$ cat src/udp_tx_pkg.sv
`default_nettype none

package udp_tx_pkg;

  // Data path and field widths
  localparam int WORD_W = 64;
  localparam int MAC_W  = 48;
  localparam int IP_W   = 32;
  localparam int PORT_W = 16;
  localparam int LEN_W  = 16;  // Word count and IP/UDP lengths
  localparam int ARP_AW = 8;   // 256 ARP entries

  // Protocol constants
  localparam logic [15:0] ETHERTYPE_IPV4   = 16'h0800;
  localparam logic [7:0]  IP_VER_IHL       = 8'h45;
  localparam logic [15:0] IP_FLAGS_FRAG    = 16'h4000;  // Don't fragment
  localparam logic [7:0]  IP_PROTO_UDP     = 8'h11;
  localparam logic [23:0] MCAST_MAC_PREFIX = 24'h01005E;

  localparam int IP_UDP_HDR_BYTES = 28;
  localparam int UDP_HDR_BYTES    = 8;

  // Descriptor FIFO word, stored raw and decoded as fields
  typedef union packed {
    logic [WORD_W-1:0] raw;
    struct packed {
      logic [LEN_W-1:0]  word_count;
      logic [PORT_W-1:0] dest_port;
      logic [IP_W-1:0]   dest_ip;
    } fields;
  } ctrl_word_u;

endpackage

`default_nettype wire

$ cat src/udp_tx_ingress.sv
`default_nettype none

module udp_tx_ingress import udp_tx_pkg::*; (
  input  logic              mac_clk,
  input  logic              app_rst,
  // Application side
  input  logic              app_tx_valid,
  output logic              app_tx_ready,
  input  logic [WORD_W-1:0] app_tx_data,
  input  logic              app_tx_end_of_frame,
  input  logic [IP_W-1:0]   app_tx_dest_ip,
  input  logic [PORT_W-1:0] app_tx_dest_port,
  // Payload FIFO write side
  output logic              data_push,
  output logic [WORD_W-1:0] data_wdata,
  input  logic              data_full,
  // Descriptor FIFO write side
  output logic              ctrl_push,
  output ctrl_word_u        ctrl_wdata,
  input  logic              ctrl_full
);

  logic [LEN_W-1:0] word_count;  // Includes the word on the current beat
  logic             accept;

  // Both FIFOs need room so a frame and its descriptor always fit
  assign app_tx_ready = !data_full && !ctrl_full;
  assign accept       = app_tx_valid && app_tx_ready;

  assign data_push  = accept;
  assign data_wdata = app_tx_data;

  // Descriptor lands on the same edge as the last payload word
  assign ctrl_push = accept && app_tx_end_of_frame;

  always_comb begin
    ctrl_wdata.fields.word_count = word_count;
    ctrl_wdata.fields.dest_port  = app_tx_dest_port;
    ctrl_wdata.fields.dest_ip    = app_tx_dest_ip;
  end

  always_ff @(posedge mac_clk) begin
    if (app_rst) begin
      word_count <= LEN_W'(1);
    end else if (accept) begin
      if (app_tx_end_of_frame) begin
        word_count <= LEN_W'(1);  // Next frame starts over
      end else begin
        word_count <= word_count + 1'b1;
      end
    end
  end

endmodule

`default_nettype wire

$ cat config.mk
export PLATFORM = sky130hd
export DESIGN_NAME = udp_tx_ingress
export DESIGN_NICKNAME = d
export VERILOG_FILES = /design/src/udp_tx_pkg.sv /design/src/udp_tx_ingress.sv
export SDC_FILE = /design/constraint.sdc
export NUM_CORES = 1
export LEC_CHECK = 0
export ABC_AREA = 0
export BUFFER_PORTS_ARGS = -buffer_cell sky130_fd_sc_hd__buf_2
export CORE_AREA = 3 3 96 98
export DETAILED_ROUTE_END_ITERATION = 10
export DIE_AREA = 0 0 99 101
export GPL_ROUTABILITY_DRIVEN = 0
export PLACE_DENSITY = 0.71
export RECOVER_POWER = 50
export SLEW_MARGIN = 20
export SYNTH_ARGS = -nofsm -noshare
export SYNTH_HDL_FRONTEND = slang
export SYNTH_SLANG_ARGS = --single-unit
$ cat constraint.sdc
create_clock -name mac_clk -period 1.8 [get_ports mac_clk]
set_clock_uncertainty 0.05 [all_clocks]
set_input_delay 0.18 -clock mac_clk [delete_from_list [all_inputs] [get_ports mac_clk]]
set_output_delay 0.18 -clock mac_clk [all_outputs]
set_load 0.02 [all_outputs]
# == Yosys cells after proc, flatten, opt, wreduce, memory -nomap -nowiden ==
# Index checks and enable logic that the tools add are counted.
# totals
reg_bits,16
mem_bits_rw,0
word_cells,8
latchBits,0
memories,0
mem_bits_ro,0
# classes
n_mul,0
bitwise,0
mux,1
magnitude_cmp,0
n_eq_ne,0
addsub,1
n_div,0
shift,0
reduce_logical,5
# ops
op,count
$add 16x1->16 const B,1
$mux 16,1
$logic_and 1x1->1,3
$logic_not 1->1,2

# == Depth between registers and ports, before layout ==
# Gate-level depths: netlist (run 1).
# depth
ltp_word,4
depth_mapped,8

# == Least setup slack after synthesis (run 1) ==
# Ideal clock, no wire load.
# synth_path
path_type,reg-to-reg
from,register word_count[2]
to,register word_count[15]
setup_slack_ns,-0.098
path_buffers,2
required_ns,1.680
arrival_ns,1.779
path_stages_with_launch,7
path_cell_list,dfxtp_1 > clkbuf_1 > nand3_1 > or2_1 > buf_6 > or4_1 > a21oi_1
# synth_via
elab_chain_cells,2
# synth_lines
element,line,text
"start, declared",udp_tx_ingress.sv:23,logic [LEN_W-1:0] word_count;
"start signal, assigned",udp_tx_ingress.sv:49,word_count <= word_count + 1'b1;
$add 16x1->16,udp_tx_ingress.sv:49,
$mux 16,udp_tx_ingress.sv:46,if (app_tx_end_of_frame) begin
# No other way between the ends.
# A chain may end at the register's enable or synchronous reset.

# == Final worst setup path (run 1) ==
# layout_path
from,register word_count[0]
to,register word_count[12]
# Same word-level chain as after synthesis.

==> results of run 1 <==
-- final cells by class --
type | count | share of cell area [%]
flip-flops and latches | 16 | 28.94
inverters | 2 | 0.6757
multi-input cells | 66 | 35.70
clock buffers | 4 | 4.955
repair buffers | 34 | 17.57
well taps | 108 | 12.16
-- logic make-up after synthesis --
logic type               after synthesis  share of synthesized area [%]
buffers and inverters                120                          55.30
AND/OR/NAND/NOR                       44                          14.74
flip-flops                            16                          19.97
AO/OA/AOI/OAI                         11                          3.744
XOR/XNOR                              10                          5.460
adder cells (fa/ha/maj)                1                         0.7799
-- cells in the mapped netlist, types with 2 or more instances --
cell      number  area [µm²]
or2_1          2       12.51
buf_4        112       840.8
or4_1          3       22.52
xnor2_1        6       52.55
clkbuf_1       3       11.26
buf_6          2       22.52
o21ai_0        3       15.01
xor2_1         4       35.03
dfxtp_1       16       320.3
nand4_1        3       18.77
nor3_1         2       10.01
nor2_1        10       37.54
o31ai_1        2       15.01
and3_1         3       18.77
or3_1          3       18.77
nand2_1        8       30.03
nand3_1        5       25.02
a21oi_1        6       30.03
-- report_power, final --
group	switching [mW]	internal [mW]	total [mW]
sequential	0.00278	0.357	0.360
combinational	0.0256	0.0190	0.0445
clock	0.123	0.194	0.317
-- path summary, 6_finish.rpt --
check | startpoint | to | slack [ps] | cells after the start
worst max-delay path | word_count[0] | word_count[12] | 220 | 5
worst min-delay path | app_rst | word_count[0] | 100 | 2
worst max register to register | word_count[0] | word_count[12] | 220 | 5
worst min register to register | word_count[15] | word_count[15] | 440 | 2
-- metal layers --
| layer | GRT usage [%] | vias to the layer above | part of all wire, % |
|---|---|---|---|
| met2 | 11.36 | 69 | 46 |
| met1 | 5.145 | 381 | 26 |
| met5 | 0 | - | 0 |
| li1 | - | 375 | - |
| met4 | 7.458 | 0 | 11 |
| met3 | 3.945 | 52 | 17 |
-- per-stage QoR --
| step | cells | worst slack (ps) | cell area (µm²) | hold slack, ps | total power, mW |
|---|---|---|---|---|---|
| floorplan | 202 | -1.824 | 1609 | 233.6 | 0.7567 |
| global placement | 226 | 117.2 | 1056 | 310.1 | 0.4110 |
| detailed placement | 226 | 100.4 | 1056 | 310.1 | 0.4123 |
| CTS | 230 | 212.3 | 1111 | 101.3 | 0.7286 |
| global route | 230 | 112.6 | 1111 | 103.0 | 0.7522 |
| finish | 230 | 223.3 | 1111 | 103.7 | 0.7208 |
==> metrics.csv, run 1 <==
metric,value,unit
synth_area_per_cell,7.941,µm²
layout_commonest_cell,buf_2,
drc,0,
grt_pass1_vias,975,
critPathMaxFanout,4,
dr.first_iter.drc_count,20,
cellPowerDensity,648.7,mW/mm²
synth_edf_count,0,
diodes,0,
final_nets,242,
largest_register_ffs,16,
synth_seq_area_share,19.97,%
cts_tree,built,
period_minus_slack,1577,ps
num_vias,877,
drive_gt1_share,32.79,%
critPathKind,reg2reg,
slowest_delay,390,ps
leakagePower,0.4385,nW
end_kind,flop,
drt.antenna.violating_nets,0,
dp_hpwl,2960,µm
finalSetupViolCount,0,
fin_util,12.99,%
firstDrtPassIters,4,
cts.htree.levels,1,
ys_types,27,
die_w,99,µm
clk_latency,250,ps
path_clk_slew,60,ps
cts_buffers,3,
fillCellCount,980,
cts.sinks,16,
io_buffers,24,
grt_setup_unrepaired,false,
maxSlewHeadroom,80.00,%
finalMaxSlewViolations,0,
die_height,101,µm
ctsHoldBuffers,0,
ir_drop,463.5,µV
rows,34,
die_area,0.009999,mm²
syn_inst,202,
drt_wl_total,3530,µm
path_cells,ha_1 > and4bb_1 > nand2_1 > or4_1 > a21oi_1,
worst_pin_slew,297.3,ps
final-hold-violation-count,0,
cp-start-kind,flop,
antenna_found_initial,0,
vias_per_cell,3.813,
synthArstFlopShare,0,%
fin_crit_sh,87.60,%
grt_usage,6.803,%
multi_input_area,396.6,µm²
critPathSlowestCell,dfxtp_1,
grt_max_degree,10,
top_regs,word_count x16,
crit_required,1930,ps
synth_nets,321,
io_pins,249,
layout_common_cells,"buf_2, dfxtp_1, nor2_1, buf_4, nand2_1",
crit_buf_inv,0,
netlist_area,0.001604,mm²
clock-root-buffer,clkbuf_8,
drv_cap,0,
worstPathArrival,1710,ps
final-seq-area,321.6,µm²
cts_resized,0,
drt-wirelength-per-cell,15.35,µm
max_freq,0.6342,GHz
status,"finished, final reports clean",
cts_setup_buffers,0,
ys_seq_elements,16,
top_register,word_count,
ys_warn_count,0,
grt_pass1_wl,5237,µm
grt.overflow.total,0,
coreArea,0.008551,mm²
worstHoldPathType,in2reg,
start_util,18.76,%
setup_tns,0,ps
area_growth,-30.73,%
critPathTopFamily,simple AND/OR/NAND/NOR gates,
ys.flop_type,dfxtp_1,
clock_path_buffers,2,
Note: power is estimated with default switching activity, not from simulation.
==> run 2: changes to the inputs <==
--- a/config.mk
+++ b/config.mk
@@ -7,11 +7,12 @@
 export LEC_CHECK = 0
 export ABC_AREA = 0
 export BUFFER_PORTS_ARGS = -buffer_cell sky130_fd_sc_hd__buf_2
-export CORE_AREA = 3 3 96 98
+export CORE_AREA = 3 3 97 99
+export CTS_BUF_LIST = sky130_fd_sc_hd__clkbuf_8
 export DETAILED_ROUTE_END_ITERATION = 10
-export DIE_AREA = 0 0 99 101
+export DIE_AREA = 0 0 100 102
 export GPL_ROUTABILITY_DRIVEN = 0
-export PLACE_DENSITY = 0.71
+export PLACE_DENSITY = 0.7
 export RECOVER_POWER = 50
 export SLEW_MARGIN = 20
 export SYNTH_ARGS = -nofsm -noshare
==> run 2 against run 1 <==
Net effect:
- first-iteration DRC count rose to 5.8 times the previous value
- setup slack worse by 79 ps
- sequential power about the same
- cell count unchanged
- power is 6.1% lower
- critical endpoint is now word_count[15]
==> metrics.csv, run 2 (same netlist as run 1, synthesis figures left out) <==
metric,value,unit,change
io_pins,249,,unchanged
drt-wirelength-per-cell,15.20,µm,-0.99%
cellPowerDensity,606.0,mW/mm²,-6.6%
leakagePower,0.4421,nW,+0.84%
clock_path_buffers,2,,unchanged
status,"finished, final reports clean",,
drt_wl_total,3495,µm,-0.99%
io_buffers,24,,unchanged
wl_met2,1749,µm,+7.8%
layout_common_cells,"buf_2, dfxtp_1, nor2_1, buf_4, nand2_1",,
cp-start-kind,flop,,
drv_cap,0,,unchanged
area_growth,-30.34,%,
crit_buf_inv,0,,unchanged
end_kind,flop,,
antenna_found_initial,0,,unchanged
cts.sinks,16,,unchanged
critPathTopFamily,simple AND/OR/NAND/NOR gates,,
routed.top_layer,met4,,
vias_per_cell,3.891,,+2.1%
die_area,0.01020,mm²,+2.0%
diodes,0,,unchanged
multi_input_area,396.6,µm²,unchanged
critPathSlowestCell,or4_1,,
num_vias,895,,+2.1%
dp_hpwl,2991,µm,+1.0%
final_nets,243,,+0.41%
rows,34,,unchanged
grt_usage,6.577,%,-0.23 points
cts_resized,0,,unchanged
drt-met1-wl,1001,µm,+7.3%
drive_gt1_share,32.79,%,unchanged
top_register,word_count,,
grt_setup_unrepaired,false,,
dp.cells,227,,+0.44%
fillCellCount,981,,+0.10%
worstPathArrival,1780,ps,+70 ps
finalMaxSlewViolations,0,,unchanged
grt.overflow.total,0,,unchanged
hold_ws,76.86,ps,-26.86 ps
layout_commonest_cell,buf_2,,
grt_pass1_vias,907,,-7.0%
maxSlewHeadroom,74.10,%,-5.9 points
setup_slack,144.0,ps,-79.23 ps
finalSetupViolCount,0,,unchanged
grt_pass1_wl,5112,µm,-2.4%
worst_pin_slew,384.9,ps,+87.62 ps
final-hold-violation-count,0,,unchanged
drc,0,,unchanged
setup_tns,0,ps,unchanged
cts_buffers,3,,unchanged
ctsHoldBuffers,0,,unchanged
grt_max_degree,16,,+6
worstHoldPathType,in2reg,,
final-seq-area,321.6,µm²,unchanged
clock-root-buffer,clkbuf_8,,
die_height,102,µm,+0.99%
cts_setup_buffers,0,,unchanged
crit_required,1920,ps,about the same
path_clk_slew,70,ps,about the same
die_w,100,µm,+1.0%
critPathKind,reg2reg,,
fin_util,12.94,%,-0.056 points
cts_tree,built,,
start_util,18.57,%,-0.18 points
critPathMaxFanout,6,,+2
period_minus_slack,1656,ps,+79.23 ps
dr.first_iter.drc_count,115,,+480%
drt.antenna.violating_nets,0,,unchanged
fin_crit_sh,92.00,%,+4.4 points
top_regs,word_count x16,,
max_freq,0.6039,GHz,-4.8%
largest_register_ffs,16,,unchanged
ir_drop,153.7,µV,-67%
wl_met3,471,µm,-21%
dp_slack,60.03,ps,-40.33 ps
fin_cells,230,,unchanged
path_cells,and3_1 > nand3_1 > or4_1 > a21oi_1,,
cts.htree.levels,1,,unchanged
coreArea,0.008636,mm²,+1.0%
firstDrtPassIters,4,,unchanged
slowest_delay,540,ps,+150 ps
clk_latency,250,ps,about the same
regToRegSetupSlack,140,ps,-80 ps
==> run 2: changes by cell type in the layout (fill, tap and decap cells not counted) <==
cell      change
clkbuf_8      -1
buf_12        +1
==> run 2: layout make-up <==
type / instances / area share, %
Sequential cell: 16 / 28.78
Inverter: 2 / 0.6719
Timing Repair Buffer: 35 / 19.26
Clock buffer: 3 / 3.695
Multi-Input combinational cell: 66 / 35.50
Tap cell: 108 / 12.09
==> run 2: path summary, 6_finish.rpt <==
| check | start | end | cells past startpoint |
|---|---|---|---|
| max reg2reg | word_count[9] | word_count[15] | 4 |
| min reg2reg | word_count[1] | word_count[1] | 2 |
| max | word_count[9] | word_count[15] | 4 |
| min | app_rst | word_count[0] | 2 |
==> run 2: layer usage <==
| metal | vias to the layer above | GRT usage (%) |
|---|---|---|
| met1 | 408 | 5.127 |
| met3 | 34 | 3.413 |
| met4 | 0 | 6.528 |
| met5 | - | 0 |
| met2 | 80 | 11.49 |
| li1 | 373 | - |
==> run 2: per-stage QoR <==
step | instance area [µm²] | total power, mW
after global routing | 1117 | 0.7053
after global placement | 1076 | 0.4143
final | 1117 | 0.6771
after detailed placement | 1076 | 0.4154
after floorplan | 1609 | 0.7567
after CTS | 1117 | 0.6814
==> run 2: report_power, final <==
| group | switching, mW | internal, mW | total [mW] |
|---|---|---|---|
| logic | 0.0258 | 0.0207 | 0.0464 |
| clock network | 0.122 | 0.148 | 0.271 |
| registers | 0.00293 | 0.357 | 0.360 |
| total | 0.151 | 0.526 | 0.677 |
