[src/sync_fifo.sv]
`default_nettype none

module sync_fifo #(
  parameter int WIDTH = 64,
  parameter int DEPTH = 16
) (
  input  logic             mac_clk,
  input  logic             app_rst,
  input  logic             push,
  input  logic [WIDTH-1:0] wdata,
  output logic             full,
  input  logic             pop,
  output logic [WIDTH-1:0] rdata,
  output logic             empty
);

  localparam int AW = (DEPTH > 1) ? $clog2(DEPTH) : 1;
  localparam int CW = $clog2(DEPTH + 1);

  logic [WIDTH-1:0] mem [DEPTH];
  logic [AW-1:0]    wr_ptr;
  logic [AW-1:0]    rd_ptr;
  logic [CW-1:0]    count;
  logic             do_push;
  logic             do_pop;

  // Wrap also for depths that are not a power of two
  function automatic logic [AW-1:0] next_ptr(input logic [AW-1:0] p);
    return (p == AW'(DEPTH - 1)) ? '0 : p + 1'b1;
  endfunction

  assign do_push = push && !full;
  assign do_pop  = pop && !empty;
  assign full    = (count == CW'(DEPTH));
  assign empty   = (count == '0);
  assign rdata   = mem[rd_ptr];  // Head word always visible

  always_ff @(posedge mac_clk) begin
    if (do_push) begin
      mem[wr_ptr] <= wdata;
    end
  end

  always_ff @(posedge mac_clk) begin
    if (app_rst) begin
      wr_ptr <= '0;
      rd_ptr <= '0;
      count  <= '0;
    end else begin
      if (do_push) wr_ptr <= next_ptr(wr_ptr);
      if (do_pop) rd_ptr <= next_ptr(rd_ptr);
      if (do_push && !do_pop) begin
        count <= count + 1'b1;
      end else if (do_pop && !do_push) begin
        count <= count - 1'b1;
      end
    end
  end

endmodule

`default_nettype wire

[config.mk]
export PLATFORM = sky130hd
export DESIGN_NAME = sync_fifo
export DESIGN_NICKNAME = d
export VERILOG_FILES = /design/src/sync_fifo.sv
export SDC_FILE = /design/constraint.sdc
export NUM_CORES = 1
export LEC_CHECK = 0
export ABC_AREA = 1
export BUFFER_PORTS_ARGS = -buffer_cell sky130_fd_sc_hd__buf_2
export CELL_PAD_IN_SITES_DETAIL_PLACEMENT = 0
export CELL_PAD_IN_SITES_GLOBAL_PLACEMENT = 2
export CORE_MARGIN = 2
export CORE_UTILIZATION = 30
export DETAILED_ROUTE_END_ITERATION = 10
export GPL_TIMING_DRIVEN = 0
export PLACE_DENSITY_LB_ADDON = 0.1
export SETUP_SLACK_MARGIN = 0.2
export SLEW_MARGIN = 20
export SYNTH_ARGS = -nofsm -noshare
export SYNTH_HDL_FRONTEND = slang
export SYNTH_SLANG_ARGS = --single-unit
[constraint.sdc]
create_clock -name mac_clk -period 16.2 [get_ports mac_clk]
set_input_delay 3.24 -clock mac_clk [delete_from_list [all_inputs] [get_ports mac_clk]]
set_output_delay 3.24 -clock mac_clk [all_outputs]
set_load 0.005 [all_outputs]
# After elaboration in Yosys (flattened, before gate mapping)
# Memory sizes are Yosys's and may differ from the RTL's. A register that Yosys moved wholly into a read port is not among the register bits.
# Cells that the tools add are included.
word_totals:
  input_bits: 68
  mem_bits_rw: 1024
  word_cells: 29
  out_inout_bits: 66
  register_bits: 13
  memories: 1
classes:
  n_eq_ne: 3
  addsub: 4
  muxes: 8
  n_reduce_logical: 10
mem_list:
  columns: ["memory", "words", "word_bits", "rd", "rd_clocked_by_memory_dff", "wr", "line_no", "source"]
  rows:
  - ["mem", 16, 64, 1, 1, 1, "20", "logic [WIDTH-1:0] mem [DEPTH];"]
op_table:
  columns: ["operator", "count"]
  rows:
  - ["$mux 4", 4]
  - ["$mux 5", 2]
  - ["$add 4x1->4 const B", 2]
  - ["$eq 4x4->1 const B", 2]
  - ["$add 5x1->5 const B", 1]
  - ["$eq 5x5->1 const B", 1]
  - ["$logic_not 5->1", 1]
  - ["$sub 5x1->5 const B", 1]
  - ["$logic_and 1x1->1", 4]
  - ["$logic_not 1->1", 4]
  - ["$mux 1", 2]
  - ["$reduce_bool 2->1", 1]

# Depth between registers and ports, before layout
# Gate-level depths: netlist (run 1).
depth:
  ltp_word: 7
  mapped_depth: 13
  ltp_nobuf: 13

# Worst setup path before layout (run 1)
# No wires, ideal clock.
synth_path:
  path_kind: "in2reg"
  from: "input port push"
  to: "memory mem[3][0] (enable)"
  slack_ps: 7870
  required_time_ps: 15635
  n_path_buf: 0
  setup_ps: 565
  arrival_ps: 7766
  stages: 2
  cell_sequence: "nand2_1 > nor3_1"
synth_between:
  elab_chain_len: 3
synth_lines:
  columns: ["element", "line_no", "source"]
  rows:
  - ["start, declared", "9", "input logic push,"]
  - ["$logic_and 1x1->1", "32", "assign do_push = push && !full;"]
  - ["$mux 1", "39", "if (do_push) begin"]
  - ["$mux 1 (not written as such)", "40", "mem[wr_ptr] <= wdata;"]
  - ["end, declared", "20", null]
# Every way passes these cells.

==> impl_metrics.csv, run 1 <==
group,metric,value,unit
outcome,status,"finished clean",
global_route,grt_pass1_vias,28500,
yosys,ys_ff_latch,1041,
critical_path,slowest_delay,0.87,ns
yosys,yosysTopAreaCellShare,71.3,%
final_layout,fill_cells,14400,
final_layout,final_cell_area,0.0515,sq mm
clock_network,cts_resized,0,
yosys,yosysTopAreaCell,"edfxtp_1",
critical_path,crit_fanout,10,
clock_network,clockBufferDepth,3,
sta,rsz0062_at_grt,"no",
yosys,synth_common_cells,"1,624 x nand2_1, 1,024 x edfxtp_1, 523 x nand3_1",
yosys,synth-seq-area-share,72.1,%
route,via_per_inst,4.56,
route,postRouteWirelength,148000,microns
sta,timing.final.ws_setup,9.09,ns
route,drt-initial-drc-count,1795,
global_route,grt_antenna_before_repair,9,
hold_path,min_path_type,"reg2reg",
yosys,synthArstFlopShare,0,%
critical_path,critPathCaptureType,"output pin",
sta,worstMarginPinSlew,1.15,ns
critical_path,cp_data_arrival_time,3.87,ns
clock_network,tritoncts.num_buffers,131,
placed_design,place_ws,9.71,ns
sta,fin_crit,7.11,ns
sta,hold_ws,0.503,ns
route,drcViolationCount,0,
flow_run,drv_cap,0,
yosys,synth.most_common_cell,"nand2_1",
route,num_vias,28700,
clock_network,tritoncts,"done",
sta,slew_headroom,23.2,%
die,rows,139,
clock_network,cts_setup_buffers,0,
global_route,grt_pass1_wl,211000,microns
yosys,ys.flop_type,"edfxtp_1",
die,ioPinCount,134,
final_layout,drive_gt1_share,12.4,%
critical_path,slowest_stage,"clkbuf_1",
pwr,ir_worst_vdd,79.5,uV
yosys,synth_edf_count,1024,
die,die-area,0.147,sq mm
yosys,ys_warn_count,0,
placed_design,io_buffers,132,
die,die_h,383,microns
die,start_util,30.1,%
sta,clock_skew,0.0157,ns
yosys,syn-cell-area,0.0431,sq mm
global_route,globalRouteOverflowTotal,0,
clock_network,clk_pin_slew,0.06,ns
global_route,track_usage,20.2,%
route,wl_per_cell,23.5,microns
global_route,grt_max_degree,21,
placed_design,dp_hpwl,99700,microns
route,firstDrtPassIters,5,
sta,fin_crit_sh,43.9,%
critical_path,critical_path_class,"reg2out",
final_layout,nNetsFinal,4376,
clock_network,clkLatencyLatePin,0.76,ns
yosys,synthTopCellsByArea,"edfxtp_1 71%, nand2_1 14%, nand3_1 6.1%",
sta,fin_tns_setup,0,ns
sta,report.final.slew_viol_count,0,
sta,hold_viol,0,
pwr,power_density,147,mW/mm^2
sta,setup_viol,0,
critical_path,critPathLaunchType,"register",
critical_path,required,12.96,ns
final_layout,area_delta_synth_final,19.4,%
die,die_w,383,microns
placed_design,gp_congestion,0.732,
clock_network,h-tree-depth,4,
route,ant_nets,0,
clock_network,cts.sinks,1041,
critical_path,path_cells,"clkbuf_1, clkbuf_1, nand3_1, nand3_1, nand2_1, buf_2",
clock_network,root_buffer,"clkbuf_16",
yosys,syn_nets,4026,
placed_design,placed_area,0.0477,sq mm
clock_network,cts-hold-fix-buffers,0,
yosys,syn_inst,3947,
pwr,power.leakage,0.0205,uW
yosys,ys_types,22,
die,core,0.143,sq mm
yosys,syn_avg_cell_area,10.9,sq um
sta,clock.fmax,141,MHz
==> cell families (layout without fill, tap and decap cells) <==
logic type	after synthesis	after routing	synth area share (%)
xor gates and xnor gates	3	3	0.0609
buffers and inverters	500	941	4.92
other	0	1	0
adders and majority gates	11	11	0.336
and+or+nand+nor	2308	2308	21.6
AOI/OAI and AO/OA	84	84	0.992
DFF	1041	1041	72.1
==> flip-flops by register name, indices dropped and copies added, names as in the netlist, named ones only <==
register,count
mem,1024
count,5
rd_ptr,4
wr_ptr,4
==> per-layer routing <==
layer,track usage (%),vias to the layer above,wire [microns]
li1,-,13900,-
met1,27.3,14100,68000
met2,34.3,500,72000
met3,2.79,167,5130
met4,4.70,0,2680
met5,0,-,0
==> cell usage in the layout, fill, tap and decap left out, types with 14 or more instances in the layout <==
master / count
nand2_1: 1624
edfxtp_1: 1024
nand3_1: 523
inv_1: 285
buf_2: 246
nor2_1: 142
clkbuf_16: 135
clkbuf_1: 87
o21ai_0: 71
buf_4: 58
buf_12: 34
clkinv_1: 29
dfxtp_1: 17
buf_16: 14
==> worst paths after layout <==
kind,cells past startpoint,slack (ns),from,endpoint
max,6,9.09,register,rdata[48]
min,1,0.50,count[0],count[0]
max reg2reg,8,13.21,count[0],mem[13][40]
min reg2reg,1,0.50,count[0],count[0]
==> per-stage QoR <==
step | power (uW) | cells | utilization (%)
after floorplan | 4110 | 3947 | -
after global routing | 7970 | 6291 | 36.0
after detailed placement | 5000 | 6067 | 33.3
after CTS | 7710 | 6291 | 36.0
final | 7570 | 6292 | 36.0
after global placement | 4990 | 5982 | 32.3
==> power by group <==
group	internal (uW)	switching [uW]	leakage, uW
registers	3040	23.9	0.00939
clock network	1540	1140	0.00188
logic	502	1320	0.00923
==> critical path: cells and delay by family (launching register included) <==
kind,cells,cell delay (ns)
flip-flops,1,0.45
AND/OR/NAND/NOR,3,0.69
buffers and inverters,3,1.95
==> cell type report <==
| cell class | instances | area [sq um] | share of cell area [%] |
|---|---|---|---|
| Sequential cell | 1041 | 31100 | 60.3 |
| Multi-Input combinational cell | 2406 | 10000 | 19.5 |
| Clock buffer | 170 | 3520 | 6.83 |
| Tap cell | 1903 | 2380 | 4.62 |
| Timing Repair Buffer | 217 | 2030 | 3.93 |
| Inverter | 287 | 1080 | 2.09 |
| Buffer | 213 | 1050 | 2.04 |
| Clock inverter | 54 | 333 | 0.646 |
| Antenna cell | 1 | 2.50 | 0.00486 |
(Power assumes the default switching activity.)
==> inputs of run 2 (changes only) <==
- ABC_AREA: 1 -> 0
- clock period: 16.2 -> 6.6 ns (I/O delays scaled with it)
==> run 2 against run 1 <==
Area after synthesis fell by 9.2%. Cell area fell by 8.4%. Non-clock buffer count fell by 127. Synthesized cell count fell by 58%. Utilization rose by 0.47 points. Critical path depth did not move. Hold slack improved by 0.010 ns. Sequential share of layout area rose by 5.5 points. Power rose by 120%. Final cell count fell by 39%. Global-route usage fell by 4.5 points.
==> impl_metrics.csv, run 2 <==
group,metric,value,unit
outcome,status,"finished clean",
yosys,synth_compound_area_share,2.83,%
sta,slew_headroom,30.8,%
yosys,ys_warn_count,0,
yosys,synthArstFlopShare,0,%
critical_path,critPathLaunchType,"register",
sta,report.final.slew_viol_count,0,
yosys,synth-xor-area-share,0.112,%
critical_path,cp_num_buf_inv,3,
sta,clock_skew,0.0334,ns
route,wl_per_cell,27.0,microns
critical_path,path_cells,"buf_2, buf_1, mux4_2, a22oi_1, nand2_1, buf_2",
sta,hold_ws,0.513,ns
global_route,grt_pass1_wl,148000,microns
flow_run,drv_cap,0,
die,start_util,30.2,%
clock_network,cts.sinks,1041,
critical_path,slowest_stage,"buf_1",
sta,rsz0062_at_grt,"no",
critical_path,required,5.28,ns
die,core,0.129,sq mm
route,postRouteWirelength,104000,microns
route,ant_nets,0,
critical_path,critPathCaptureType,"output pin",
yosys,synthTopCellsByArea,"edfxtp_1 79%, mux4_2 15%, a22oi_1 2.5%",
placed_design,gp_congestion,0.683,
global_route,globalRouteOverflowTotal,0,
yosys,synth_common_cells,"1,024 x edfxtp_1, 256 x mux4_2, 128 x a22oi_1",
sta,clock.fmax,205,MHz
critical_path,cp_top_family,"buffers and inverters",
yosys,synthSimpleGateAreaFrac,1.21,%
pwr,power.leakage,0.0148,uW
yosys,muxShareOfSynthArea,14.8,%
yosys,synth_top_family_by_area,"multiplexers",
clock_network,clk_pin_slew,0.05,ns
yosys,synth_edf_count,1024,
clock_network,tritoncts.num_buffers,120,
yosys,syn_avg_cell_area,23.4,sq um
route,firstDrtPassIters,7,
route,drcViolationCount,0,
final_layout,layout_common_cells,"1,024 x edfxtp_1, 256 x mux4_2, 148 x buf_2, 128 x a22oi_1, 122 x clkbuf_16",
clock_network,tritoncts,"done",
final_layout,largest_register_ffs,1024,
final_layout,nNetsFinal,2091,
die,die_h,365,microns
die,ioPinCount,134,
global_route,track_usage,15.8,%
die,die_w,365,microns
clock_network,h-tree-depth,3,
final_layout,final_common_cell,"edfxtp_1",
final_layout,drive_gt1_share,32.5,%
pwr,power_density,350,mW/mm^2
placed_design,io_buffers,133,
critical_path,rrSetupSlack,3.50,ns
global_route,grt_max_degree,19,
yosys,ys.flop_type,"edfxtp_1",
route,drt-initial-drc-count,1442,
global_route,grt_pass1_vias,20000,
route,via_per_inst,4.80,
yosys,synth-seq-area-share,79.4,%
pwr,ir_worst_vdd,200,uV
die,rows,132,
final_layout,area_delta_synth_final,20.6,%
yosys,syn_nets,1755,
sta,setup_viol,0,
final_layout,finalCoreUtilization,36.5,%
final_layout,top_regs,"mem: 1024 flops, count: 5 flops",
final_layout,largest-register,"mem",
yosys,syn_inst,1676,
die,die-area,0.133,sq mm
clock_network,cts_resized,0,
critical_path,crit_fanout,10,
critical_path,slowest_delay,0.72,ns
critical_path,critical_path_class,"reg2out",
clock_network,clkLatencyLatePin,0.72,ns
yosys,yosysTopAreaCell,"edfxtp_1",
yosys,yosysTopAreaCellShare,78.5,%
clock_network,cts_setup_buffers,0,
global_route,grt_antenna_before_repair,18,
route,num_vias,18500,
sta,hold_viol,0,
placed_design,dp_hpwl,68600,microns
sta,worstMarginPinSlew,1.04,ns
critical_path,cp_common_cell,"buf_2",
yosys,ys_types,39,
critical_path,cp_data_arrival_time,3.56,ns
clock_network,root_buffer,"clkbuf_16",
yosys,syn-cell-area,0.0392,sq mm
sta,fin_crit_sh,73.9,%
clock_network,clockBufferDepth,3,
sta,fin_crit,4.88,ns
yosys,synth-adder-area-share,0.371,%
clock_network,cts-hold-fix-buffers,0,
yosys,ys_ff_latch,1041,
yosys,synth.most_common_cell,"edfxtp_1",
hold_path,min_path_type,"reg2reg",
-- run 2: logic make-up after synthesis --
family / Yosys count
AOI/OAI and AO/OA: 148
xor gates and xnor gates: 5
buffers and inverters: 96
muxes: 260
and+or+nand+nor: 115
adders and majority gates: 11
DFF: 1041
-- run 2: layout make-up --
type                            count  area, sq um
Clock buffer                      156         3210
Clock inverter                     58          407
Tap cell                         1742         2180
Multi-Input combinational cell    539         7710
Inverter                            7         26.3
Buffer                             89          470
Fill cell                       12000        82300
Timing Repair Buffer              214         2120
Sequential cell                  1041        31100
Antenna cell                        1         2.50
-- run 2: worst register-to-register path, cell delays in order, from the launching register on --
cell and delay, ns:
dfxtp_1 0.35, or4_1 0.54, buf_2 0.20, o21ai_2 0.17
inv_2 0.10, ha_1 0.26, inv_1 0.16, ha_1 0.29
a21oi_1 0.20, a211oi_1 0.11, a31oi_1 0.23, mux2_2 0.36
-- run 2: path summary, 6_finish.rpt --
| kind | start | endpoint | cells after the start |
|---|---|---|---|
| hold reg to reg | count[3] | count[3] | 2 |
| hold / removal | count[3] | count[3] | 2 |
| setup / recovery | register | rdata[21] | 6 |
| setup reg to reg | count[0] | count[4] | 11 |
-- run 2: stage by stage --
stage	cells	setup TNS (ns)	total power (uW)	instance area [sq um]	worst slack, ns
after floorplan	1676	0	9470	39200	0.266
after global placement	3551	-2586.53	10600	42000	-6.77
after detailed placement	3632	0	10600	43600	2.37
after CTS	3846	0	16800	47200	1.59
after global routing	3846	0	17200	47200	1.57
final	3847	0	16500	47200	1.72
-- run 2: routing by layer --
metal	up-vias	global-route usage [%]	part of all wire, %
met5	-	0	0.091
li1	7869	-	-
met4	16	4.06	2.3
met2	393	25.8	48
met1	10000	21.4	45
met3	171	3.27	4.6
-- run 2: power by group --
group	leakage [uW]	internal, uW	switching [uW]
sequential	0.00939	7450	52.2
combinational	0.00360	1330	1530
clock	0.00178	3580	2570
total	0.0148	12400	4150
==> inputs of run 3 (changes only) <==
- clock period: 6.6 -> 4.14 ns (I/O delays scaled with it)
==> run 3 against run 2 <==
Via count down 0.41%. Cell area grew 0.47%. Critical path type unchanged. Sequential share of layout area down 0.31 points.
==> impl_metrics.csv, run 3 (synthesis gave the netlist of run 2 again) <==
group,metric,value,unit
outcome,status,"finished clean",
final_layout,seq_area,0.0311,sq mm
hold_path,min_path_type,"in2reg",
pwr,power.leakage,0.0149,uW
clock_network,clk_pin_slew,0.06,ns
sta,clock.fmax,264,MHz
sta,fin_crit,3.79,ns
sta,fin_tns_setup,0,ns
critical_path,path_cells,"buf_2, buf_6, buf_6, mux4_2, a22oi_1, nand2_1, buf_2",
pwr,clock_power_share,36.6,%
clock_network,clkLatencyLatePin,0.71,ns
route,ant_nets,0,
clock_network,h-tree-depth,3,
placed_design,placed_area,0.0437,sq mm
critical_path,endpoint,"rdata[35]",
critical_path,crit_fanout,10,
final_layout,area_delta_synth_final,21.1,%
critical_path,slowest_delay,0.52,ns
route,drt-initial-drc-count,1317,
clock_network,cts-hold-fix-buffers,0,
final_layout,layout_common_cells,"1,024 x edfxtp_1, 256 x mux4_2, 143 x buf_2, 126 x a22oi_1, 121 x clkbuf_16",
pwr,report.power.total,26200,uW
route,via_per_inst,4.78,
final_layout,final_cells,3846,
sta,rsz0062_at_grt,"yes",
flow_run,drv_cap,0,
die,core,0.129,sq mm
sta,clock_skew,0.0377,ns
critical_path,r2r-start,"count[0]",
route,drcViolationCount,0,
critical_path,critPathCaptureType,"output pin",
global_route,globalRouteOverflowTotal,0,
critical_path,slowest_stage,"mux4_2",
final_layout,top_regs,"mem: 1024 flops, count: 5 flops",
global_route,grt_pass1_wl,146000,microns
sta,worstMarginPinSlew,0.913,ns
clock_network,tritoncts,"done",
die,rows,132,
critical_path,r2r_cells,11,
critical_path,rrSetupSlack,1.17,ns
critical_path,cp_num_buf_inv,4,
pwr,power_density,551,mW/mm^2
final_layout,drive_gt1_share,34.2,%
final_layout,fill_cells,12000,
clock_network,tritoncts.num_buffers,117,
placed_design,gp_congestion,0.704,
global_route,grt_max_degree,19,
pwr,power_frac_comb,17.7,%
placed_design,dp.cells,3631,
sta,slew_headroom,39.2,%
pwr,switchingPower,6590,uW
critical_path,critPathLaunchType,"register",
final_layout,largest-register,"mem",
final_layout,multi_input_area,0.00773,sq mm
die,die_w,365,microns
final_layout,largest_register_ffs,1024,
sta,report.final.slew_viol_count,0,
final_layout,final_common_cell,"edfxtp_1",
global_route,grt_pass1_vias,19900,
critical_path,cp.depth,7,
clock_network,root_buffer,"clkbuf_16",
placed_design,place_ws,0.510,ns
pwr,ir_worst_vdd,345,uV
die,die_h,365,microns
critical_path,required,3.31,ns
sta,fin_crit_sh,91.5,%
critical_path,cp_top_family,"buffers and inverters",
placed_design,io_buffers,133,
placed_design,dp_hpwl,67900,microns
sta,setup_viol,0,
clock_network,clockBufferDepth,3,
die,die-area,0.133,sq mm
critical_path,r2r_end,"count[4]",
global_route,grt_antenna_before_repair,14,
route,firstDrtPassIters,5,
die,start_util,30.2,%
clock_network,cts.sinks,1041,
sta,hold_viol,0,
final_layout,final_cell_area,0.0474,sq mm
pwr,p_seq_share,45.7,%
global_route,track_usage,15.6,%
critical_path,cp_data_arrival_time,2.96,ns
route,wl_per_cell,26.6,microns
route,num_vias,18400,
route,postRouteWirelength,102000,microns
die,ioPinCount,134,
critical_path,critical_path_class,"reg2out",
pwr,netSwitchingFraction,25.2,%
sta,timing.final.ws_setup,0.351,ns
final_layout,nNetsFinal,2087,
pwr,internal_power,19600,uW
[run 3: cell count changes in the layout (fill, tap and decap cells not counted), moves of 5 or more]
cell and change:
buf_6 +5, buf_8 +8, clkbuf_2 +27, clkbuf_1 -25
clkinv_2 -5, buf_1 -13, buf_2 -5, buf_4 -7
buf_16 +6
[run 3: power groups by stage]
stage	registers, uW	logic (uW)	clock network, uW
3_5_place_dp	12200	4760	0
5_1_grt	12000	5070	10300
6_report	12000	4620	9580
4_1_cts	12000	4810	9900
2_1_floorplan	12200	2910	0
3_3_place_gp	12200	4590	0
[run 3: layout make-up]
| cell class | count | area share, % |
|---|---|---|
| clock inverters | 56 | 0.765 |
| multi-input cells | 539 | 16.3 |
| diodes | 3 | 0.0158 |
| clock buffers | 156 | 6.70 |
| inverters | 7 | 0.0554 |
| repair buffers | 213 | 4.73 |
| well taps | 1742 | 4.59 |
| plain buffers | 89 | 1.31 |
| flip-flops and latches | 1041 | 65.5 |
[run 3: metrics by stage]
stage	utilization, %	hold slack (ns)
6_report	36.6	0.394
5_1_grt	36.6	0.368
4_1_cts	36.6	0.330
3_5_place_dp	33.8	0.495
3_3_place_gp	32.5	0.490
2_1_floorplan	-	0.469
[run 3: metal layers]
metal	vias up	GRT usage [%]	wire length (microns)
li1	7887	-	-
met1	9941	20.7	44000
met2	375	26.0	50900
met3	168	3.44	5130
met4	14	3.86	2330
met5	-	0	85
[run 3: repair_timing]
item	in CTS	in global routing
endpoints found under the setup margin	64	21
resized for setup	73	21
setup buffers	0	0
[run 3: worst min path at each step]
stage               cells after the start        end  slack (ns)  startpoint
floorplan                               2   count[3]        0.47    count[3]
global placement                        2   count[3]        0.49    count[3]
detailed placement                      2   count[3]        0.49    count[3]
CTS                                     2  wr_ptr[3]        0.33     app_rst
global route                            2  wr_ptr[3]        0.37     app_rst
finish                                  2  wr_ptr[3]        0.39     app_rst
