===== src/udp_tx_pkg.sv =====
`default_nettype none

package udp_tx_pkg;

  // Data path and field widths
  localparam int WORD_W = 64;
  localparam int MAC_W  = 48;
  localparam int IP_W   = 32;
  localparam int PORT_W = 16;
  localparam int LEN_W  = 16;  // Word count and IP/UDP lengths
  localparam int ARP_AW = 8;   // 256 ARP entries

  // Protocol constants
  localparam logic [15:0] ETHERTYPE_IPV4   = 16'h0800;
  localparam logic [7:0]  IP_VER_IHL       = 8'h45;
  localparam logic [15:0] IP_FLAGS_FRAG    = 16'h4000;  // Don't fragment
  localparam logic [7:0]  IP_PROTO_UDP     = 8'h11;
  localparam logic [23:0] MCAST_MAC_PREFIX = 24'h01005E;

  localparam int IP_UDP_HDR_BYTES = 28;
  localparam int UDP_HDR_BYTES    = 8;

  // Descriptor FIFO word, stored raw and decoded as fields
  typedef union packed {
    logic [WORD_W-1:0] raw;
    struct packed {
      logic [LEN_W-1:0]  word_count;
      logic [PORT_W-1:0] dest_port;
      logic [IP_W-1:0]   dest_ip;
    } fields;
  } ctrl_word_u;

endpackage

`default_nettype wire


===== src/udp_frame_tx.sv =====
`default_nettype none

module udp_frame_tx import udp_tx_pkg::*; #(
  parameter logic [7:0] TTL = 8'h40
) (
  input  logic              mac_clk,
  input  logic              app_rst,
  input  logic              local_enable,
  input  logic [MAC_W-1:0]  local_mac,
  input  logic [IP_W-1:0]   local_ip,
  input  logic [PORT_W-1:0] local_port,
  // Descriptor and payload FIFO heads
  input  ctrl_word_u        ctrl_rdata,
  input  logic              ctrl_empty,
  output logic              ctrl_pop,
  input  logic [WORD_W-1:0] data_rdata,
  output logic              data_pop,
  // Header calculator and ARP lookup
  output logic              hdr_load,
  input  logic              hdr_valid,
  input  logic [LEN_W-1:0]  ip_length,
  input  logic [LEN_W-1:0]  udp_length,
  input  logic [15:0]       ip_checksum,
  input  logic [MAC_W-1:0]  dest_mac,
  // MAC side
  output logic              mac_tx_start,
  input  logic              mac_tx_ack,
  output logic [WORD_W-1:0] mac_tx_data,
  output logic [7:0]        mac_tx_data_valid
);

  localparam logic [3:0] ST_IDLE     = 4'd0;
  localparam logic [3:0] ST_HDR_WAIT = 4'd1;
  localparam logic [3:0] ST_HDR1     = 4'd2;
  localparam logic [3:0] ST_HDR1_MC  = 4'd3;
  localparam logic [3:0] ST_HDR2     = 4'd4;
  localparam logic [3:0] ST_HDR3     = 4'd5;
  localparam logic [3:0] ST_HDR4     = 4'd6;
  localparam logic [3:0] ST_HDR5     = 4'd7;
  localparam logic [3:0] ST_HDR6     = 4'd8;
  localparam logic [3:0] ST_DATA     = 4'd9;
  localparam logic [3:0] ST_LAST     = 4'd10;

  logic [3:0]        state;
  logic [LEN_W-1:0]  words_left;
  logic [15:0]       leftover;    // Last two bytes of the previous payload word
  logic [MAC_W-1:0]  mcast_mac;
  logic              is_mcast;
  logic [WORD_W-1:0] frame_word;  // First wire byte in the top bits

  // Reverse bytes so the first wire byte lands in lane 0
  function automatic logic [WORD_W-1:0] to_lanes(input logic [WORD_W-1:0] w);
    logic [WORD_W-1:0] r;
    for (int i = 0; i < WORD_W / 8; i++) begin
      r[8*i +: 8] = w[WORD_W-8-8*i +: 8];
    end
    return r;
  endfunction

  assign is_mcast  = (ctrl_rdata.fields.dest_ip[31:28] == 4'hE);
  assign mcast_mac = {MCAST_MAC_PREFIX, 1'b0, ctrl_rdata.fields.dest_ip[22:0]};

  assign hdr_load     = (state == ST_IDLE) && !ctrl_empty && local_enable;
  assign mac_tx_start = (state == ST_HDR1) || (state == ST_HDR1_MC);
  assign data_pop     = (state == ST_HDR6) || (state == ST_DATA);
  assign ctrl_pop     = (state == ST_LAST);  // Descriptor leaves with the frame

  always_ff @(posedge mac_clk) begin
    if (app_rst) begin
      state      <= ST_IDLE;
      words_left <= '0;
    end else begin
      case (state)
        ST_IDLE: begin
          if (hdr_load) begin
            state      <= ST_HDR_WAIT;
            words_left <= ctrl_rdata.fields.word_count - 1'b1;
          end
        end
        ST_HDR_WAIT: begin
          if (hdr_valid) state <= is_mcast ? ST_HDR1_MC : ST_HDR1;
        end
        ST_HDR1, ST_HDR1_MC: begin
          if (mac_tx_ack) state <= ST_HDR2;  // First word held until ack
        end
        ST_HDR2: state <= ST_HDR3;
        ST_HDR3: state <= ST_HDR4;
        ST_HDR4: state <= ST_HDR5;
        ST_HDR5: state <= ST_HDR6;
        ST_HDR6, ST_DATA: begin
          words_left <= words_left - 1'b1;
          state      <= (words_left == '0) ? ST_LAST : ST_DATA;
        end
        default: state <= ST_IDLE;  // ST_LAST included
      endcase
    end
  end

  always_ff @(posedge mac_clk) begin
    if (data_pop) begin
      leftover <= data_rdata[15:0];
    end
  end

  // Header layout in wire order, 42 bytes before the payload
  always_comb begin
    frame_word        = '0;
    mac_tx_data_valid = 8'hFF;
    case (state)
      ST_HDR1:    frame_word = {dest_mac, local_mac[47:32]};
      ST_HDR1_MC: frame_word = {mcast_mac, local_mac[47:32]};
      ST_HDR2:    frame_word = {local_mac[31:0], ETHERTYPE_IPV4, IP_VER_IHL, 8'h00};
      ST_HDR3:    frame_word = {ip_length, 16'h0000, IP_FLAGS_FRAG, TTL, IP_PROTO_UDP};
      ST_HDR4: begin
        frame_word = {ip_checksum, local_ip, ctrl_rdata.fields.dest_ip[31:16]};
      end
      ST_HDR5: begin
        frame_word = {ctrl_rdata.fields.dest_ip[15:0], local_port,
                      ctrl_rdata.fields.dest_port, udp_length};
      end
      ST_HDR6:    frame_word = {16'h0000, data_rdata[63:16]};  // No UDP checksum
      ST_DATA:    frame_word = {leftover, data_rdata[63:16]};
      ST_LAST: begin
        frame_word        = {leftover, 48'h0};
        mac_tx_data_valid = 8'h03;
      end
      default:    mac_tx_data_valid = 8'h00;
    endcase
  end

  assign mac_tx_data = to_lanes(frame_word);

endmodule

`default_nettype wire


===== config.mk =====
export PLATFORM = sky130hd
export DESIGN_NAME = udp_frame_tx
export DESIGN_NICKNAME = d
export VERILOG_FILES = /design/src/udp_tx_pkg.sv /design/src/udp_frame_tx.sv
export SDC_FILE = /design/constraint.sdc
export NUM_CORES = 1
export LEC_CHECK = 0
export ABC_AREA = 0
export BUFFER_PORTS_ARGS = -buffer_cell sky130_fd_sc_hd__buf_2
export CELL_PAD_IN_SITES_DETAIL_PLACEMENT = 1
export CELL_PAD_IN_SITES_GLOBAL_PLACEMENT = 2
export CORE_MARGIN = 1
export CORE_UTILIZATION = 15
export CTS_CLUSTER_SIZE = 14
export DETAILED_ROUTE_END_ITERATION = 7
export PLACE_DENSITY = 0.74
export RECOVER_POWER = 100
export SYNTH_ARGS = -nofsm -noshare
export SYNTH_HDL_FRONTEND = slang
export SYNTH_SLANG_ARGS = --single-unit

===== constraint.sdc =====
create_clock -name mac_clk -period 2.3 [get_ports mac_clk]
set_input_delay 0 -clock mac_clk [delete_from_list [all_inputs] [get_ports mac_clk]]
set_output_delay 0 -clock mac_clk [all_outputs]
set_load 0.01 [all_outputs]

# After elaboration in Yosys (flattened, before gate mapping)

Index checks and enable logic that the tools add are counted.

Input bits: 326
Register bits after elaboration: 36
Output and inout port bits: 76

$add $sub $neg: 2
Eq/ne operators: 14
Reductions and logical operators: 13
Multiplexer cells: 10

Operator list:

| cell                  | number |
|---|---|
| $pmux 64 s9           | 1 |
| $pmux 16 s2           | 1 |
| $pmux 4 s8            | 1 |
| $sub 16x1->16 const B | 2 |
| $eq 4x3->1 const B    | 4 |
| $eq 4x4->1 const B    | 4 |
| $logic_not 16->1      | 1 |
| $mux 16               | 1 |
| $pmux 8 s2            | 1 |
| $mux 4                | 3 |
| $eq 4x2->1 const B    | 2 |
| $reduce_or 8->1       | 1 |
| $ne 2x2->1 const B    | 3 |
| $eq 4x1->1 const B    | 1 |
| $logic_not 4->1       | 1 |
| $reduce_or 2->1       | 2 |
| $reduce_and 3->1      | 1 |
| $logic_and 1x1->1     | 2 |
| $logic_or 1x1->1      | 2 |
| $mux 2                | 1 |
| $reduce_and 2->1      | 1 |
| $reduce_bool 2->1     | 1 |
| $logic_not 1->1       | 1 |
| $mux 1                | 1 |

# Logic depth before layout (Yosys ltp)

Gate-level depths: netlist of the first run.

Depth after elaboration: 5
Gate-level depth with buffers: 12
Mapped depth without buffers: 7

# Worst setup path after synthesis of the first run

Ideal clock, no wire load.

Kind: flip-flop to flip-flop
Start: reg state[1]
End: reg words_left[10]
Data arrival time: 2498 ps
Setup slack: -272 ps
Cell stages (with the launch flop): 12
Cell sequence: dfxtp_1 -> buf_4 -> or3b_1 -> buf_6 -> buf_2 -> buf_2 -> mux2i_1 -> ha_1 -> nand4_1 -> and2_1 -> or3_1 -> a31oi_1

Longest elaborated chain between the ends: 5
Elaborated cells between the ends (all ways): 10

RTL lines:

| element                         | line                                   | RTL |
|---|---|---|
| from (decl)                     | udp_frame_tx.sv:44                     | `logic [3:0] state;` |
| from (signal assigned)          | udp_frame_tx.sv:81                     | `if (hdr_valid) state <= is_mcast ? ST_HDR1_MC : ST_HDR1;` |
| from (signal assigned)          | udp_frame_tx.sv:92                     | `state <= (words_left == '0) ? ST_LAST : ST_DATA;` |
| $logic_not 4->1                 | udp_frame_tx.sv:63, udp_frame_tx.sv:73 |  |
| $logic_and 1x1->1 (2 in series) | udp_frame_tx.sv:63                     | `assign hdr_load = (state == ST_IDLE) && !ctrl_empty && local_enable;` |
| $ne 2x2->1 (no line)            | -                                      |  |
| $reduce_and 2->1 (no line)      | -                                      |  |
| to (signal assigned)            | udp_frame_tx.sv:77                     | `words_left <= ctrl_rdata.fields.word_count - 1'b1;` |
| to (signal assigned)            | udp_frame_tx.sv:91                     | `words_left <= words_left - 1'b1;` |
| to (decl)                       | udp_frame_tx.sv:45                     | `logic [LEN_W-1:0] words_left;` |

Parallel ways exist; a longest one is shown, timed or not.
A chain may end at the register's enable or synchronous reset.

# Final worst setup path of the first run

Start: reg state[1]
End: out mac_tx_data[33]

Longest elaborated chain between the ends: 2
Elaborated cells between the ends (all ways): 10

RTL lines:

| element                                  | line                | RTL |
|---|---|---|
| $eq 4x4->1, or another cell as far along | udp_frame_tx.sv:109 | `case (state)` |
| $pmux 64 s9 (*)                          | udp_frame_tx.sv:109 |  |
| to (decl)                                | udp_frame_tx.sv:28  | `output logic [WORD_W-1:0] mac_tx_data,` |

Mark *: on every way between the ends. The rest lies on a longest branch, timed or not.

==> results of run 1 <==
==> cell type report <==
| cell class | instances | area (µm²) | area share, % |
|---|---|---|---|
| inverters | 7 | 33.8 | 0.492 |
| flip-flops and latches | 36 | 885 | 12.9 |
| multi-input cells | 431 | 2840 | 41.3 |
| well taps | 335 | 419 | 6.10 |
| repair buffers | 460 | 2540 | 36.9 |
| clock buffers | 5 | 125 | 1.82 |
| clock inverters | 3 | 18.8 | 0.273 |
| diodes | 5 | 12.5 | 0.182 |
==> timing repair <==
action	4_1_cts	5_1_grt
endpoints found under the hold margin	16	0
hold buffers	16	0
pin swaps	1	3
gates resized for setup	4	6
setup buffers	2	0
setup endpoints to repair	25	11
gates cloned	1	0
==> metal layers <==
| layer | vias to the layer above | share of wire, % | routed length, µm | track usage [%] |
|---|---|---|---|---|
| met2 | 375 | 47 | 14400 | 34.5 |
| met5 | - | 0.25 | 76 | 0 |
| met1 | 3120 | 41 | 12300 | 25.9 |
| met4 | 12 | 2.2 | 661 | 6.51 |
| li1 | 2996 | - | - | - |
| met3 | 45 | 9.8 | 2980 | 6.50 |
==> Yosys cell counts (5+ instances only) <==
cell type	instances	area share [%]
a22oi_1	80	15
buf_4	8	1.5
nor2_1	25	2.4
a31oi_1	10	1.6
mux2i_1	8	2.0
nand3_1	21	2.6
nand2b_1	6	0.94
a222oi_1	47	12
edfxtp_1	16	12
nor3_1	21	2.6
nand4_1	8	1.3
a21oi_1	34	4.3
inv_1	5	0.47
dfxtp_1	20	10
buf_2	12	1.5
nand2_1	74	7.0
nor4_1	5	0.79
o21ai_0	25	3.1
clkbuf_1	33	3.1
==> critical path: stages, from the launching register on <==
cell and delay (ps):
dfxtp_1 340, or3b_4 450, buf_12 190, inv_8 150
bufbuf_16 350, a22oi_1 130, nand2_1 80, clkbuf_1 170
==> where the power goes <==
part,total [mW],switching [mW],internal (mW)
logic,1.18,0.657,0.522
clock network,0.740,0.338,0.402
registers,0.744,0.0457,0.699
total,2.66,1.04,1.62
==> logic make-up after synthesis <==
logic type | count (synthesis)
xor gates and xnor gates | 3
muxes | 11
adders and majority gates | 1
and+or+nand+nor | 188
buffers and inverters | 65
AOI/OAI and AO/OA | 228
DFF | 36
==> sequential cells by signal (all words and copies together), names as in the netlist <==
signal      flops
state           4
leftover       16
words_left     16
==> stage by stage <==
stage	cell area (µm²)	hold slack [ps]	std cells	TNS, ps
3_5_place_dp	6550	179	1250	0
5_1_grt	6870	19.9	1280	0
2_1_floorplan	4000	89.7	532	-132
3_3_place_gp	6550	178	1250	0
4_1_cts	6930	11.4	1277	0
6_report	6870	19.5	1282	0
==> final timing paths <==
| path | to | slack [ps] | cells after the start |
|---|---|---|---|
| setup / recovery | mac_tx_data[33] | 110 | 7 |
| setup reg to reg | words_left[4]$_SDFFE_PP0P_ | 150 | 7 |
| hold / removal | words_left[4]$_SDFFE_PP0P_ | 20 | 3 |
| hold reg to reg | words_left[14]$_SDFFE_PP0P_ | 530 | 2 |
==> flow_metrics.tcl, run 1 <==
set metrics [dict create \
    p_total_mw 2.66 \
    first_iter_violations 652 \
    start_util_pct 15.3 \
    synth_area_um2 3980 \
    maxCapViolations 0 \
    die_area_um2 27200 \
    antenna_left 0 \
    io_pins 402 \
    htreeDepth 2 \
    synth_compound_area_share_pct 42.7 \
    yosys.area_share.simple_pct 23.6 \
    maxSlewHeadroom_pct 66.2 \
    rsz0062_at_grt "no" \
    worst_slack_ps 114 \
    synth-edff-count 16 \
    grt_pass1_wl_mm 41.5 \
    area_growth_pct 72.8 \
    finClkSkew_ps 9.08 \
    finalSetupViolCount 0 \
    path_class "flip-flop to output port" \
    power_density_nw_per_um2 388 \
    mostFrequentLayoutCells "buf_2 (334), a22oi_1 (81), nand2_1 (74), clkbuf_1 (52), a222oi_1 (47)" \
    grt_remaining_overflow 0 \
    rr_startpoint "state[1]$_SDFFE_PP0P_" \
    outcome "finished, final reports clean" \
    synthCells 532 \
    drive_above_1_share_pct 44.4 \
    cts_buffers 5 \
    startpoint_type "flip-flop" \
    cts_sinks 36 \
    synth_xor_area_share_pct 0.661 \
    dpl_worst_slack_ps 57.5 \
    yosysWarnings 0 \
    timing_max_transition_violations_final 0 \
    dpl.hpwl_mm 24.3 \
    cp.required_ps 2300 \
    worstMarginPinSlew_ps 507 \
    row_count 59 \
    synth_top_flop_cell "dfxtp_1" \
    die_h_um 165 \
    synthArstFlopShare_pct 0 \
    clkTransAtPathRegs_ps 70 \
    vias_per_cell 5.11 \
    track_usage_pct 21.0 \
    antenna_found_initial 11 \
    core_region_area_um2 26100 \
    synthAdderAreaFrac_pct 0.315 \
    clk_latency_ps 300 \
    drc 0 \
    ir_drop_uv 270 \
    yosys_register_bits 36 \
    synthMuxAreaShare_pct 2.86 \
    ys_types 62 \
    period_share_pct 95.0 \
    grt_pass1_vias 6475 \
    portBuffers 401 \
    holdCritPathClass "primary input to flip-flop" \
    endpoint_kind "output port" \
    cts-root-buf "clkbuf_16" \
    path_max_fanout 35 \
    place_congestion 0.923 \
    wirelength_mm 30.4 \
    nets 1268 \
    fill_cells 3320 \
    arrival_ps 2190 \
    num_vias 6548 \
    grt_max_degree 43 \
    drt_pass1_iterations 6 \
    min-delay-start "ctrl_rdata[52]" \
    die_w_um 165 \
    clock.fmax_ghz 0.457 \
    wl_per_cell_um 23.7 \
    hold_viol_final 0 \
    clk_path_buf_depth 2 \
    synth_top_family_by_area "compound AO/OA/AOI/OAI gates" \
    p_leak_nw 3.19 \
    finalCriticalPeriod_ps 2190 \
    final_common_cell "buf_2" \
    synth_nets 859 \
    syn_avg_cell_area_um2 7.48 \
    synth.yosys.seq_area_share_pct 22.1 \
    final_core_util_pct 26.4 \
    cts_tree "built" \
    critPathLaunch "state[1]$_SDFFE_PP0P_" \
]
(Power assumes the default switching activity.)
==> run 2: changes to the inputs <==
--- a/config.mk
+++ b/config.mk
@@ -5,7 +5,7 @@
 export SDC_FILE = /design/constraint.sdc
 export NUM_CORES = 1
 export LEC_CHECK = 0
-export ABC_AREA = 0
+export ABC_AREA = 1
 export BUFFER_PORTS_ARGS = -buffer_cell sky130_fd_sc_hd__buf_2
 export CELL_PAD_IN_SITES_DETAIL_PLACEMENT = 1
 export CELL_PAD_IN_SITES_GLOBAL_PLACEMENT = 2
@@ -13,7 +13,8 @@
 export CORE_UTILIZATION = 15
 export CTS_CLUSTER_SIZE = 14
 export DETAILED_ROUTE_END_ITERATION = 7
-export PLACE_DENSITY = 0.74
+export MAX_ROUTING_LAYER = met4
+export PLACE_DENSITY = 0.76
 export RECOVER_POWER = 100
 export SYNTH_ARGS = -nofsm -noshare
 export SYNTH_HDL_FRONTEND = slang
==> run 2 against run 1 <==
Non-clock buffer count shrank 1; via count grew 5.0%; area after synthesis up 8.9%; final area grew 6.7%; register-to-register slack gained 110 ps; sequential share of layout area is 0.84 points lower; die area increased by 8.8%; wire length up 2.3%; combinational power increased by 12%; synthesized cell count up 41%; largest cell class unchanged.
==> flow_metrics.tcl, run 2 <==
set metrics [dict create \
    antenna_found_initial 21 \
    clock.fmax_ghz 0.464 \
    drc 0 \
    p_int_mw 1.73 \
    portBuffers 401 \
    num_vias 6875 \
    final_cells 1570 \
    cts_tree "built" \
    netlist_top_cells_area "nand2_1 (26%), edfxtp_1 (11%), dfxtp_1 (9.2%)" \
    place_inst 1520 \
    synth.yosys.seq_area_share_pct 20.3 \
    seqPwrFrac_pct 26.6 \
    synthTopCellsByCount "nand2_1 (299), nand3_1 (79), inv_1 (72)" \
    clk_latency_ps 300 \
    worstMarginPinSlew_ps 586 \
    finalCriticalPeriod_ps 2160 \
    yosys_register_bits 36 \
    core_region_area_um2 28100 \
    endpoint_kind "output port" \
    ys_types 32 \
    yosysTopAreaCellShare_pct 25.9 \
    cts_sinks 36 \
    hold_viol_final 0 \
    cts_buffers 5 \
    die_h_um 172 \
    power_density_nw_per_um2 397 \
    yosysTopAreaCell "nand2_1" \
    io_pins 402 \
    drive_above_1_share_pct 39.5 \
    sw_frac_of_total_pct 40.6 \
    ir_drop_uv 206 \
    place_congestion 0.920 \
    grt_remaining_overflow 0 \
    p_total_mw 2.91 \
    p_leak_nw 3.88 \
    row_count 61 \
    start_util_pct 15.4 \
    final_core_util_pct 26.1 \
    fill_cells 3762 \
    synthArstFlopShare_pct 0 \
    maxCapViolations 0 \
    area_growth_pct 69.3 \
    synth_most_common_cell "nand2_1" \
    synthCells 752 \
    outcome "finished, final reports clean" \
    synth_area_um2 4330 \
    yosysWarnings 0 \
    timing_max_transition_violations_final 0 \
    rr_worst_depth 8 \
    switchingPower_mw 1.18 \
    nets 1498 \
    die_w_um 172 \
    drt_pass1_iterations 4 \
    antenna_left 0 \
    path_class "flip-flop to output port" \
    hold_depth 4 \
    p_clk_share_pct 28.2 \
    holdWs_ps 9.45 \
    htreeDepth 2 \
    multi_input_area_um2 2890 \
    arrival_ps 2160 \
    top_regs "leftover x16, words_left x16, state x4" \
    holdCritPathClass "primary input to flip-flop" \
    mostFrequentLayoutCells "buf_2 (376), nand2_1 (299), nand3_1 (79), inv_1 (71), nor2_1 (37)" \
    track_usage_pct 20.5 \
    period_share_pct 93.8 \
    cp.required_ps 2300 \
    grt_pass1_wl_mm 43.4 \
    synth-edff-count 16 \
    die_area_um2 29600 \
    syn_avg_cell_area_um2 5.76 \
    clk_path_buf_depth 2 \
    seq_area_um2 882 \
    path_max_fanout 21 \
    finalSetupViolCount 0 \
    maxSlewHeadroom_pct 60.9 \
    grt_pass1_vias 7020 \
    cts-root-buf "clkbuf_16" \
    grt_max_degree 32 \
    wl_per_cell_um 19.8 \
    startpoint_type "flip-flop" \
    synth_nets 1079 \
    synth_top_flop_cell "dfxtp_1" \
    clkTransAtPathRegs_ps 70 \
    dpl.hpwl_mm 26.3 \
    wirelength_mm 31.1 \
    finClkSkew_ps 12.4 \
    vias_per_cell 4.38 \
    final_common_cell "buf_2" \
    p_comb_share_pct 45.2 \
    first_iter_violations 326 \
]
[run 2: changes by cell type after synthesis, sizes merged, moves of 26 or more]
cell and delta:
a222oi -47, nand2 +236, a221oi +34, nor2 +26, inv +74, a22oi -81
nand3 +59
[run 2: final timing paths]
path / slack (ps) / endpoint / start
worst max-delay path: 140 / mac_tx_data[39] / state[2]$_SDFFE_PP0P_
worst min-delay path: 9 / state[1]$_SDFFE_PP0P_ / mac_tx_ack
worst max register to register: 260 / words_left[2]$_SDFFE_PP0P_ / state[2]$_SDFFE_PP0P_
worst min register to register: 500 / words_left[0]$_SDFFE_PP0P_ / words_left[0]$_SDFFE_PP0P_
[run 2: timing repair]
| action | in CTS | in global routing |
|---|---|---|
| gates resized for setup | 2 | 5 |
| buffers inserted | 3 | 2 |
| pin swaps | 2 | 1 |
| endpoints found under the setup margin | 7 | 30 |
| hold buffers | 17 | 0 |
| hold endpoints to repair | 20 | 0 |
[run 2: final cells by class]
type                    instances  share of cell area, %
well taps                     378                   6.45
multi-input cells             587                   39.4
clock inverters                 2                  0.205
clock buffers                   6                   2.05
diodes                         20                  0.682
flip-flops and latches         36                   12.0
repair buffers                459                   34.9
inverters                      82                   4.33
[run 2: cells by family (layout without fill, tap and decap cells)]
family	Yosys count	in the layout	synth area share (%)
AOI/OAI and AO/OA	114	114	18.6
adders and majority gates	1	1	0.289
buffers and inverters	129	549	13.2
DFF	36	36	20.3
other	0	20	0
and+or+nand+nor	472	472	47.5
[run 2: routing by layer]
layer | vias up | share of wire [%] | wire length [µm] | global-route usage [%]
met2 | 247 | 51 | 15900 | 35.6
met3 | 44 | 6.2 | 1940 | 4.03
li1 | 3379 | - | - | -
met5 | - | 0 | 0 | -
met4 | 0 | 2.3 | 724 | 7.08
met1 | 3205 | 40 | 12600 | 23.4
[run 2: per-stage QoR]
stage / area (µm²) / setup TNS [ps] / worst slack [ps]
6_report: 7330 / 0 / 143
5_1_grt: 7330 / -23.6 / -23.6
2_1_floorplan: 4330 / 0 / 531
3_5_place_dp: 6930 / 0 / 272
4_1_cts: 7300 / 0 / 8.45
3_3_place_gp: 6930 / 0 / 362
[run 2: critical path, stage by stage, from the launching register on]
cell	delay (ps)
dfxtp_2	410
inv_2	50
nor2_2	230
inv_2	130
nor2_4	180
buf_12	180
clkbuf_2	210
a22o_1	140
a21oi_1	50
nand3_1	70
clkbuf_1	180
[run 2: power groups by stage]
stage | Clock, mW | Combinational (mW) | Sequential, mW
floorplan | 0 | 0.654 | 0.771
finish | 0.822 | 1.32 | 0.775
CTS | 0.857 | 1.36 | 0.772
global route | 0.866 | 1.46 | 0.783
global placement | 0 | 1.32 | 0.786
detailed placement | 0 | 1.32 | 0.786
